**src/logic/bypassLsu_defines.svh**
```systemverilog
`ifndef BYPASS_LSU_DEFINES_SVH
`define BYPASS_LSU_DEFINES_SVH

`define XLEN 32 // Data and address width.
`define SQN_W 7 // Store sequence number width.
`define TAG_W 6 // Destination tag width.
`define MEM_WORDS 256 // SRAM depth in words.
`define MEMC_LATENCY 3 // Cycles from acceptance to the response pulse.

`endif
```
**src/logic/lsuPkg.sv**
```systemverilog
`include "bypassLsu_defines.svh"

package lsuPkg;

    typedef enum logic [2:0] {
        NONE,
        READ_BYTE,
        READ_HALF,
        READ_WORD,
        WRITE_BYTE,
        WRITE_HALF,
        WRITE_WORD
    } MemcCmd;

    typedef struct packed {
        logic valid;
        logic [`XLEN-1:0] addr;
        logic [1:0] size; // 0 byte, 1 half, 2 word.
        logic [`SQN_W-1:0] sqN;
        logic [`TAG_W-1:0] tagDst;
        logic external; // Never squashed by a branch.
    } LdUop;

    typedef struct packed {
        logic valid;
        logic [`XLEN-1:0] addr;
        logic [`XLEN-1:0] data; // Already placed in its byte lanes.
        logic [3:0] wmask;
    } StUop;

    typedef struct packed {
        logic taken;
        logic [`SQN_W-1:0] sqN;
    } BranchProv;

    typedef struct packed {
        MemcCmd cmd;
        logic [`XLEN-1:0] addr; // Word address above bit 1, byte offset below.
        logic [`XLEN-1:0] data;
    } MemcReq;

    typedef struct packed {
        logic ldValid;
        logic [`XLEN-1:0] ldData;
        logic stValid;
        logic stall;
    } MemcRes;

endpackage

```
**src/logic/memcIf.sv**
```systemverilog
`timescale 1ns/100ps

interface memcIf import lsuPkg::*;
();

    MemcReq req; // Held until the controller drops stall.
    MemcRes res;

    modport lsu (
        output req,
        input res
    );

    modport memc (
        input req,
        output res
    );

endinterface

```
**src/logic/bypassLsu.sv**
```systemverilog
`timescale 1ns/100ps
`include "bypassLsu_defines.svh"

module bypassLsu import lsuPkg::*; (
    input logic clk,
    input logic rst,
    input BranchProv branch,
    input logic ldEn,
    input LdUop ldUop,
    output logic ldStall,
    input logic stEn,
    input StUop stUop,
    output logic stStall,
    input logic resStall,
    output LdUop resUop,
    output logic [`XLEN-1:0] resData,
    memcIf.lsu memc
);

    typedef enum logic [2:0] {
        IDLE,
        RQ_LD,
        RQ_ST,
        WAIT_LD,
        WAIT_ST,
        DONE_LD
    } State;

    State state;
    LdUop activeLd;
    logic [1:0] stOffset;
    logic stAccept;
    logic ldAccept;
    logic activeSquash;

    // A micro-op dies when it is younger than a taken branch and not external.
    function automatic logic isSquashed(input BranchProv br, input logic [`SQN_W-1:0] sqN,
                                        input logic external);
        logic [`SQN_W-1:0] diff;
        diff = sqN - br.sqN;
        return br.taken && !external && ($signed(diff) > 0);
    endfunction

    assign stStall = (state != IDLE);
    assign ldStall = (state != IDLE) || stUop.valid; // A waiting store goes first.

    assign stAccept = stEn && stUop.valid && !stStall;
    assign ldAccept = ldEn && ldUop.valid && !ldStall
                      && !isSquashed(branch, ldUop.sqN, ldUop.external);
    assign activeSquash = isSquashed(branch, activeLd.sqN, activeLd.external);

    // Lowest set lane of the write mask gives the byte offset.
    always_comb begin
        stOffset = 2'd0;
        for (int i = 3; i >= 0; i--) begin
            if (stUop.wmask[i]) stOffset = 2'(i);
        end
    end

    always_comb begin
        resUop = activeLd;
        resUop.valid = (state == DONE_LD) && activeLd.valid;
    end

    always_ff @(posedge clk) begin
        if (rst) begin
            state <= IDLE;
            activeLd.valid <= 1'b0;
            memc.req.cmd <= NONE;
        end else begin
            if (activeSquash) activeLd.valid <= 1'b0; // Access still finishes, result is dropped.
            case (state)
                IDLE: begin
                    if (stAccept) begin
                        case (stUop.wmask)
                            4'b0001, 4'b0010, 4'b0100, 4'b1000: memc.req.cmd <= WRITE_BYTE;
                            4'b0011, 4'b1100: memc.req.cmd <= WRITE_HALF;
                            default: memc.req.cmd <= WRITE_WORD;
                        endcase
                        memc.req.addr <= {stUop.addr[`XLEN-1:2], stOffset};
                        memc.req.data <= stUop.data;
                        state <= RQ_ST;
                    end else if (ldAccept) begin
                        case (ldUop.size)
                            2'd0: memc.req.cmd <= READ_BYTE;
                            2'd1: memc.req.cmd <= READ_HALF;
                            default: memc.req.cmd <= READ_WORD;
                        endcase
                        memc.req.addr <= ldUop.addr;
                        activeLd <= ldUop;
                        state <= RQ_LD;
                    end
                end
                RQ_LD, RQ_ST: begin
                    if (!memc.res.stall) begin
                        memc.req.cmd <= NONE; // Controller latches the request on this edge.
                        state <= (state == RQ_LD) ? WAIT_LD : WAIT_ST;
                    end
                end
                WAIT_LD: begin
                    if (memc.res.ldValid) begin
                        case (activeLd.size)
                            2'd0: resData <= {(`XLEN/8){memc.res.ldData[7:0]}};
                            2'd1: resData <= {(`XLEN/16){memc.res.ldData[15:0]}};
                            default: resData <= memc.res.ldData;
                        endcase
                        state <= DONE_LD;
                    end
                end
                WAIT_ST: begin
                    if (memc.res.stValid) state <= IDLE;
                end
                DONE_LD: begin
                    if (!resStall || !activeLd.valid) begin
                        activeLd.valid <= 1'b0;
                        state <= IDLE;
                    end
                end
                default: state <= IDLE;
            endcase
        end
    end

endmodule

```
**src/flat_wrapper.sv**
```systemverilog
// flat-port wrapper written by rule: the top's interface ports become plain ports
module bypassLsu_flat import lsuPkg::*;
  (clk, rst, branch, ldEn, ldUop, ldStall, stEn, stUop, stStall, resStall, resUop, resData, memc_req, memc_res);
  memcIf memc_i ();
  input logic clk;
  input logic rst;
  input BranchProv branch;
  input logic ldEn;
  input LdUop ldUop;
  output logic ldStall;
  input logic stEn;
  input StUop stUop;
  output logic stStall;
  input logic resStall;
  output LdUop resUop;
  output logic [`XLEN-1:0] resData;
  output wire logic [$bits(memc_i.req)-1:0] memc_req;
  input wire logic [$bits(memc_i.res)-1:0] memc_res;
  assign memc_req = memc_i.req;
  assign memc_i.res = memc_res;
  bypassLsu u_core (.clk(clk), .rst(rst), .branch(branch), .ldEn(ldEn), .ldUop(ldUop), .ldStall(ldStall), .stEn(stEn), .stUop(stUop), .stStall(stStall), .resStall(resStall), .resUop(resUop), .resData(resData), .memc(memc_i));
endmodule
```
**config.mk**
```make
export PLATFORM = sky130hd
export DESIGN_NAME = bypassLsu_flat
export DESIGN_NICKNAME = d
export VERILOG_FILES = /design/src/logic/lsuPkg.sv /design/src/logic/memcIf.sv /design/src/logic/bypassLsu.sv /design/src/flat_wrapper.sv
export VERILOG_INCLUDE_DIRS = /design/src /design/src/logic
export SDC_FILE = /design/constraint.sdc
export NUM_CORES = 1
export LEC_CHECK = 0
export BUFFER_PORTS_ARGS = -buffer_cell sky130_fd_sc_hd__clkbuf_2
export CAP_MARGIN = 10
export CELL_PAD_IN_SITES_DETAIL_PLACEMENT = 1
export CELL_PAD_IN_SITES_GLOBAL_PLACEMENT = 2
export CORE_MARGIN = 2
export CORE_UTILIZATION = 26
export CTS_CLUSTER_SIZE = 25
export DETAILED_ROUTE_END_ITERATION = 16
export PLACE_DENSITY = 0.88
export SLEW_MARGIN = 20
export SYNTH_ARGS = -nofsm -noshare
export SYNTH_HDL_FRONTEND = slang
export SYNTH_SLANG_ARGS = --single-unit
```
**constraint.sdc**
```tcl
create_clock -name clk -period 5.9 [get_ports clk]
set_input_delay 1.18 -clock clk [delete_from_list [all_inputs] [get_ports clk]]
set_output_delay 1.18 -clock clk [all_outputs]
set_load 0.005 [all_outputs]
```
==> parameters.txt, run 1 <==
Parameter                              Value

Logic synthesis
  Share of the yosys chip area belonging to registers ... 0.689
  Net count of the mapped netlist ... 655
  Distinct cell type count after synthesis ... 53
  Share of flip-flops with an asynchronous set or reset ... 0
  Flops & latches, synth ... 151
  Most used DFF post-synth ... edfxtp_1
  Cell type contributing the most total cell area after synthesis ... edfxtp_1
  Gate Count Post-Synth ... 475
  Area share of the leading cell type in the synthesized netlist ... 0.667
  Cell area after synthesis ... 0.00648 mm²
  Count of synthesis-stage warnings from yosys ... 0
  Average instance area after synthesis ... 13.6 µm²
  Main area contributors after synthesis ... edfxtp_1, nand2_1, buf_4
  Post-synth EDFFs ... 144

Routing
  Via-to-Cell Ratio ... 4.24
  Detailed-route via count ... 4608
  Total detailed-routing wirelength ... 19100 µm
  Iteration count of the initial detailed-routing pass ... 4
  DRC violations left ... 0
  ANT nets after route ... 0
  WL/cell ... 17.6 µm
  Initial detailed-routing violation count ... 318

Layout
  Fill cell total of the finished layout ... 2757
  Layout cell share with drive strength beyond 1 ... 0.495
  Number of standard cells in the layout, taps in and fillers out ... 1087
  Commonest cells after routing, fill and taps aside ... clkbuf_2, edfxtp_1, nand2_1
  Layout-stage area growth over the synthesis result ... 33.8%
  Final Net Count ... 929
  Most common library cell in the layout ignoring fill and taps ... clkbuf_2

Setup path
  Cell repeated most along the worst path ... inv_1
  Type of element launching the critical path ... input pin
  Crit path max fanout ... 26
  Worst EP arrival ... 3.65 ns
  Path type of the worst setup path ... in -> reg
  Worst reg-to-reg path cell count ... 3
  Sequence of cells on the critical path ... clkbuf_2 -> inv_1 -> ha_1 -> inv_1 -> fa_1 -> a211oi_2 -> o21bai_1 -> a21oi_2 -> xnor2_1 -> o41ai_2 -> nor3_4 -> buf_4
  Slowest cell on the critical path ... o41ai_2
  Required time of the critical path ... 6.02 ns
  Stage delay of the slowest cell on the critical path ... 0.64 ns
  Category of the worst setup path capture point ... flop

Timing
  Total Negative Setup Slacks ... 0 ns
  Time the final worst path needs with I/O delays and setup ... 3.53 ns
  Worst slack on hold paths ... 0.471 ns
  Pins Over Slew Limit ... 0
  Final clock skew ... 0.00738 ns
  RSZ-0062 raised after global routing ... no
  Final hold violation count ... 0
  Top achievable clock speed ... 283 MHz
  Rel. slew slack ... 0.381
  Setup-violating endpoint count in the final report ... 0
  Final period utilization ... 0.598
  Worst Max-Slew Pin Slew ... 0.925 ns

Hold path
  Instance count along the most critical hold path ... 2
  Hold crit path type ... reg -> reg

Clock network
  Clock-pin slew of the registers on the worst-case setup and hold paths ... 0.06 ns
  Clock root buffer master ... clkbuf_16
  Maximum root-to-sink buffer count ... 2
  # H-tree levels ... 4
  Clock latency at the later pin of the worst-skew pair ... 0.42 ns
  Number of setup buffers added after CTS ... 0
  Number of buffers created by CTS ... 17
  Clock tree from TritonCTS ... done
  CTS Sinks ... 151
  Cts hold-fix bufs ... 0
  Number of gates resized after cts ... 0

Floorplanning
  Horizontal die dimension ... 162 µm
  Chip Height ... 162 µm
  Starting utilization of the core area ... 0.266
  Area of the placeable core ... 0.0244 mm²
  Number of top-level pins ... 316
  Die area ... 0.0262 mm²
  Number of cell rows ... 57

Flow run
  Max-capacitance violation count ... 0

Global routing
  Number of global-route vias before repair ... 4920
  First-pass GRT wire length ... 28400 µm
  Overall fraction of global-route tracks in use ... 0.144
  Total congestion overflow ... 0
  Largest net degree at the start of global routing ... 37
  Initial antenna violation count ... 2

Power and ir drop
  P_leak ... 3.74 nW
  Worst IR Drop VDD ... 134 µV
  Power density over the cells ... 288 mW/mm²

Place
  Cell total after placement ... 1053
  Final weighted congestion in routability-driven placement ... 0.833
  Number of I/O port buffers ... 313
  HPWL after DPL ... 14600 µm

Outcome
  Result of the run ... complete, no violations
layer usage:
| metal | track usage | vias to the layer above | share of wire | wire [µm] |
|---|---|---|---|---|
| met5 | 0 | - | 0 | 0 |
| met4 | 0.0410 | 0 | 0.015 | 278 |
| met3 | 0.0557 | 17 | 0.089 | 1710 |
| met2 | 0.257 | 205 | 0.51 | 9730 |
| met1 | 0.159 | 2182 | 0.39 | 7400 |
| li1 | - | 2204 | - | - |
power breakdown:
part / switching (mW) / internal, mW / total (mW)
clock: 0.475 / 0.546 / 1.02
sequential: 0.0128 / 1.21 / 1.23
combinational: 0.137 / 0.110 / 0.247
total: 0.625 / 1.87 / 2.50
sequential cells by signal, indices dropped and copies added (netlist names):
| register | flops |
|---|---|
| u_core.memc.req | 67 |
| u_core.resUop | 48 |
| u_core.activeLd | 1 |
| u_core.resData | 32 |
| u_core.state | 3 |
metrics by stage:
step | power, mW | util | instance area [µm²] | setup slack [ns]
after global routing | 2.61 | 0.355 | 8670 | 2.19
after detailed placement | 1.50 | 0.332 | 8100 | 1.72
after CTS | 2.54 | 0.354 | 8640 | 2.14
after global placement | 1.49 | 0.332 | 8100 | 1.74
final | 2.50 | 0.356 | 8670 | 2.37
after floorplan | 1.37 | - | 6490 | 0.966
cells by family (layout without fill, tap and decap cells):
logic type,count (synthesis),after routing,share of synthesized area
XOR/XNOR,8,8,0.0108
other,0,2,0
AO/OA/AOI/OAI,43,43,0.0506
adder cells (fa/ha/maj),14,14,0.0293
buffers and inverters,81,367,0.0759
flip-flops,151,151,0.689
AND/OR/NAND/NOR,151,151,0.100
multiplexers,27,27,0.0448
synth_stat cells (3+ instances only):
| cell | count |
|---|---|
| clkbuf_1 | 9 |
| nor2_1 | 15 |
| ha_1 | 12 |
| xnor2_1 | 7 |
| mux2_2 | 16 |
| a21oi_1 | 6 |
| mux2i_1 | 11 |
| nand3_1 | 5 |
| inv_1 | 18 |
| nor3_1 | 3 |
| nand2_1 | 109 |
| buf_2 | 5 |
| edfxtp_1 | 144 |
| o21ai_0 | 11 |
| nand3b_1 | 4 |
| dfxtp_1 | 7 |
| buf_4 | 48 |
worst max-delay path: cells and delay by family:
family,cells,cell delay (ns)
XOR/XNOR,1,0.11
AO/OA/AOI/OAI,4,1.24
adder cells (fa/ha/maj),2,0.57
buffers and inverters,4,0.49
AND/OR/NAND/NOR,1,0.05
layout make-up:
class	count	area, µm²	share of cell area
Inverter	18	67.6	0.00779
Tap cell	324	405	0.0467
Sequential cell	151	4460	0.515
Multi-Input combinational cell	243	1570	0.180
Clock buffer	17	425	0.0491
Timing Repair Buffer	318	1620	0.187
Antenna cell	2	5.00	0.000577
Clock inverter	14	115	0.0133
path summary, 6_finish.rpt:
| path | startpoint | endpoint | slack (ns) |
|---|---|---|---|
| worst max-delay path | ldUop[7] | u_core.resUop[32]$_DFFE_PP_ | 2.37 |
| worst max register to register | u_core.state[0]$_SDFFE_PP0P_ | u_core.memc.req[12]$_DFFE_PP_ | 3.14 |
| worst min register to register | u_core.memc.req[64]$_SDFFE_PP0P_ | u_core.memc.req[64]$_SDFFE_PP0P_ | 0.47 |
| worst min-delay path | u_core.memc.req[64]$_SDFFE_PP0P_ | u_core.memc.req[64]$_SDFFE_PP0P_ | 0.47 |
Note: power is estimated with default switching activity, not from simulation.
==> run 2, diff against run 1 <==
--- a/config.mk
+++ b/config.mk
@@ -11,10 +11,10 @@
 export CELL_PAD_IN_SITES_DETAIL_PLACEMENT = 1
 export CELL_PAD_IN_SITES_GLOBAL_PLACEMENT = 2
 export CORE_MARGIN = 2
-export CORE_UTILIZATION = 26
+export CORE_UTILIZATION = 29
 export CTS_CLUSTER_SIZE = 25
 export DETAILED_ROUTE_END_ITERATION = 16
-export PLACE_DENSITY = 0.88
+export PLACE_DENSITY = 0.92
 export SLEW_MARGIN = 20
 export SYNTH_ARGS = -nofsm -noshare
 export SYNTH_HDL_FRONTEND = slang
==> constraint.sdc (replaced) <==
create_clock -name clk -period 3.6 [get_ports clk]
set_input_delay 0.72 -clock clk [delete_from_list [all_inputs] [get_ports clk]]
set_output_delay 0.72 -clock clk [all_outputs]
set_load 0.005 [all_outputs]
==> run 2 against run 1 <==
  * Combinational power is 71% higher
  * Hold slack got worse by 0.015 ns
  * Via count up 3.1%
  * Die area fell by 10%
  * Clock power increased by 76%
  * Sequential cell count unchanged
  * Largest cell class unchanged
  * Clock skew is 0.019 ns higher
  * Total power grew 70%
  * Critical path type unchanged
  * Register-to-register slack got worse by 2.3 ns
  * Wire length increased by 6.8%
==> parameters.txt, run 2 (same netlist as run 1, synthesis figures left out) <==
Parameter                              Value

Setup path
  Crit path max fanout ... 32 (+23%)
  Required time of the critical path ... 3.65 ns (-2.37 ns)
  Worst reg-to-reg path cell count ... 6 (+3)
  Path type of the worst setup path ... in -> reg
  Setup crit start ... ldUop[7]
  Launch instance of the worst register-to-register path ... u_core.state[2]$_SDFFE_PP0P_
  Type of element launching the critical path ... input pin
  Worst EP arrival ... 3.14 ns (-0.51 ns)
  Reg-to-reg slack, setup ... 0.87 ns (-2.27 ns)
  Category of the worst setup path capture point ... flop

Routing
  Initial detailed-routing violation count ... 238 (-25%)
  Total detailed-routing wirelength ... 20400 µm (+6.8%)
  Iteration count of the initial detailed-routing pass ... 4 (unchanged)
  DRC violations left ... 0 (unchanged)
  WL/cell ... 19.5 µm (+11%)
  Detailed-route via count ... 4750 (+3.1%)
  ANT nets after route ... 0 (unchanged)
  Via-to-Cell Ratio ... 4.53 (+6.8%)

Flow run
  Max-capacitance violation count ... 0 (unchanged)

Clock network
  Cts hold-fix bufs ... 0 (unchanged)
  Clock tree from TritonCTS ... done
  # H-tree levels ... 4 (unchanged)
  CTS Sinks ... 151 (unchanged)
  Clock-pin slew of the registers on the worst-case setup and hold paths ... 0.08 ns (+0.02 ns)
  Clock root buffer master ... clkbuf_16
  Number of buffers created by CTS ... 17 (unchanged)
  Number of setup buffers added after CTS ... 0 (unchanged)
  Number of gates resized after cts ... 0 (unchanged)
  Clock latency at the later pin of the worst-skew pair ... 0.44 ns (+0.02 ns)
  Maximum root-to-sink buffer count ... 2 (unchanged)

Layout
  Area used by multi-input combinational logic ... 0.00162 mm² (+3.5%)
  Most common library cell in the layout ignoring fill and taps ... clkbuf_2
  Final Net Count ... 933 (+0.43%)
  Post-route cell area ... 0.00878 mm² (+1.2%)
  Register with the highest flop count ... u_core.memc.req
  Max FFs per register ... 67 (unchanged)
  Storage cell area ... 0.00446 mm² (unchanged)
  Commonest cells after routing, fill and taps aside ... clkbuf_2, edfxtp_1, nand2_1
  Fill cell total of the finished layout ... 2442 (-11%)
  Layout cell share with drive strength beyond 1 ... 0.509 (+0.0137)
  Layout-stage area growth over the synthesis result ... 35.4%

Power and ir drop
  Worst IR Drop VDD ... 263 µV (+97%)
  Power density over the cells ... 482 mW/mm² (+67%)
  P_leak ... 3.80 nW (+1.6%)

Floorplanning
  Chip Height ... 154 µm (-5.2%)
  Horizontal die dimension ... 154 µm (-5.2%)
  Area of the placeable core ... 0.0219 mm² (-10%)
  Die area ... 0.0236 mm² (-10%)
  Number of cell rows ... 54 (-5.3%)
  Number of top-level pins ... 316 (unchanged)
  Starting utilization of the core area ... 0.296 (+0.0304)

Timing
  Final hold violation count ... 0 (unchanged)
  Setup-violating endpoint count in the final report ... 0 (unchanged)
  Time the final worst path needs with I/O delays and setup ... 3.09 ns
  Worst Max-Slew Pin Slew ... 0.956 ns (+0.0315 ns)
  Rel. slew slack ... 0.361 (-0.0202)
  Total Negative Setup Slacks ... 0 ns (unchanged)
  Minimum setup slack in the final design ... 0.509 ns (-1.86 ns)
  Top achievable clock speed ... 324 MHz
  Pins Over Slew Limit ... 0 (unchanged)
  Final clock skew ... 0.0262 ns (+0.0188 ns)
  Final period utilization ... 0.859
  RSZ-0062 raised after global routing ... no

Hold path
  Hold crit path type ... in -> reg
  Source of the worst hold timing path ... ldUop[2]
  Instance count along the most critical hold path ... 1 (-1)

Place
  Post-Place Cell Area ... 0.00816 mm² (+0.80%)
  HPWL after DPL ... 15900 µm (+9.0%)
  Placement-stage worst setup slack ... 0.00581 ns (-1.71 ns)
  Final weighted congestion in routability-driven placement ... 0.799 (-4.1%)
  Number of I/O port buffers ... 313 (unchanged)

Global routing
  Total congestion overflow ... 0 (unchanged)
  Largest net degree at the start of global routing ... 37 (unchanged)
  Number of global-route vias before repair ... 4982 (+1.3%)
  Overall fraction of global-route tracks in use ... 0.168 (+0.0245)
  First-pass GRT wire length ... 29600 µm (+4.3%)
  Initial antenna violation count ... 2 (unchanged)

Outcome
  Result of the run ... complete, no violations
[run 2: cell count changes in the layout (fill, tap and decap cells not counted), sizes merged]
cell	delta
buf	+4
diode	+1
clkinvlp	-1
clkinv	+2
[run 2: layout make-up]
cell class                      instances  area share
Antenna cell                            3    0.000855
Timing Repair Buffer                  322       0.188
Tap cell                              280      0.0399
Sequential cell                       151       0.509
Inverter                               18     0.00941
Multi-Input combinational cell        243       0.185
Clock buffer                           17      0.0485
Clock inverter                         15      0.0205
[run 2: path summary, 6_finish.rpt]
kind | to
max | u_core.memc.req[39]$_DFFE_PP_
min | u_core.resUop[2]$_DFFE_PP_
max reg2reg | u_core.memc.req[39]$_DFFE_PP_
min reg2reg | u_core.memc.req[65]$_SDFFE_PP0P_
[run 2: through the flow]
step,cells,total power [mW],utilization,hold WS [ns]
CTS,1046,4.29,0.401,0.441
global route,1049,4.39,0.401,0.438
detailed placement,1014,2.48,0.373,0.471
finish,1049,4.23,0.401,0.456
floorplan,475,2.26,-,0.447
global placement,1014,2.46,0.373,0.455
[run 2: critical path, stage by stage]
cell and delay [ns]:
clkbuf_2 0.15, inv_12 0.07, ha_4 0.12, inv_2 0.03, fa_2 0.37, a211oi_2 0.32, o21bai_1 0.13, a21oi_2 0.17
xnor2_2 0.14, o31ai_2 0.14, nor2_4 0.72
[run 2: power breakdown]
part / internal, mW / leakage (nW) / switching, mW
logic: 0.189 / 2.15 / 0.233
registers: 1.99 / 1.37 / 0.0212
clock network: 0.939 / 0.285 / 0.858
[run 2: routing by layer]
metal,share of wire,vias up,global-route usage
met5,0,-,0
met4,0.033,0,0.0760
met3,0.060,36,0.0409
met2,0.55,214,0.319
met1,0.36,2281,0.175
li1,-,2219,-
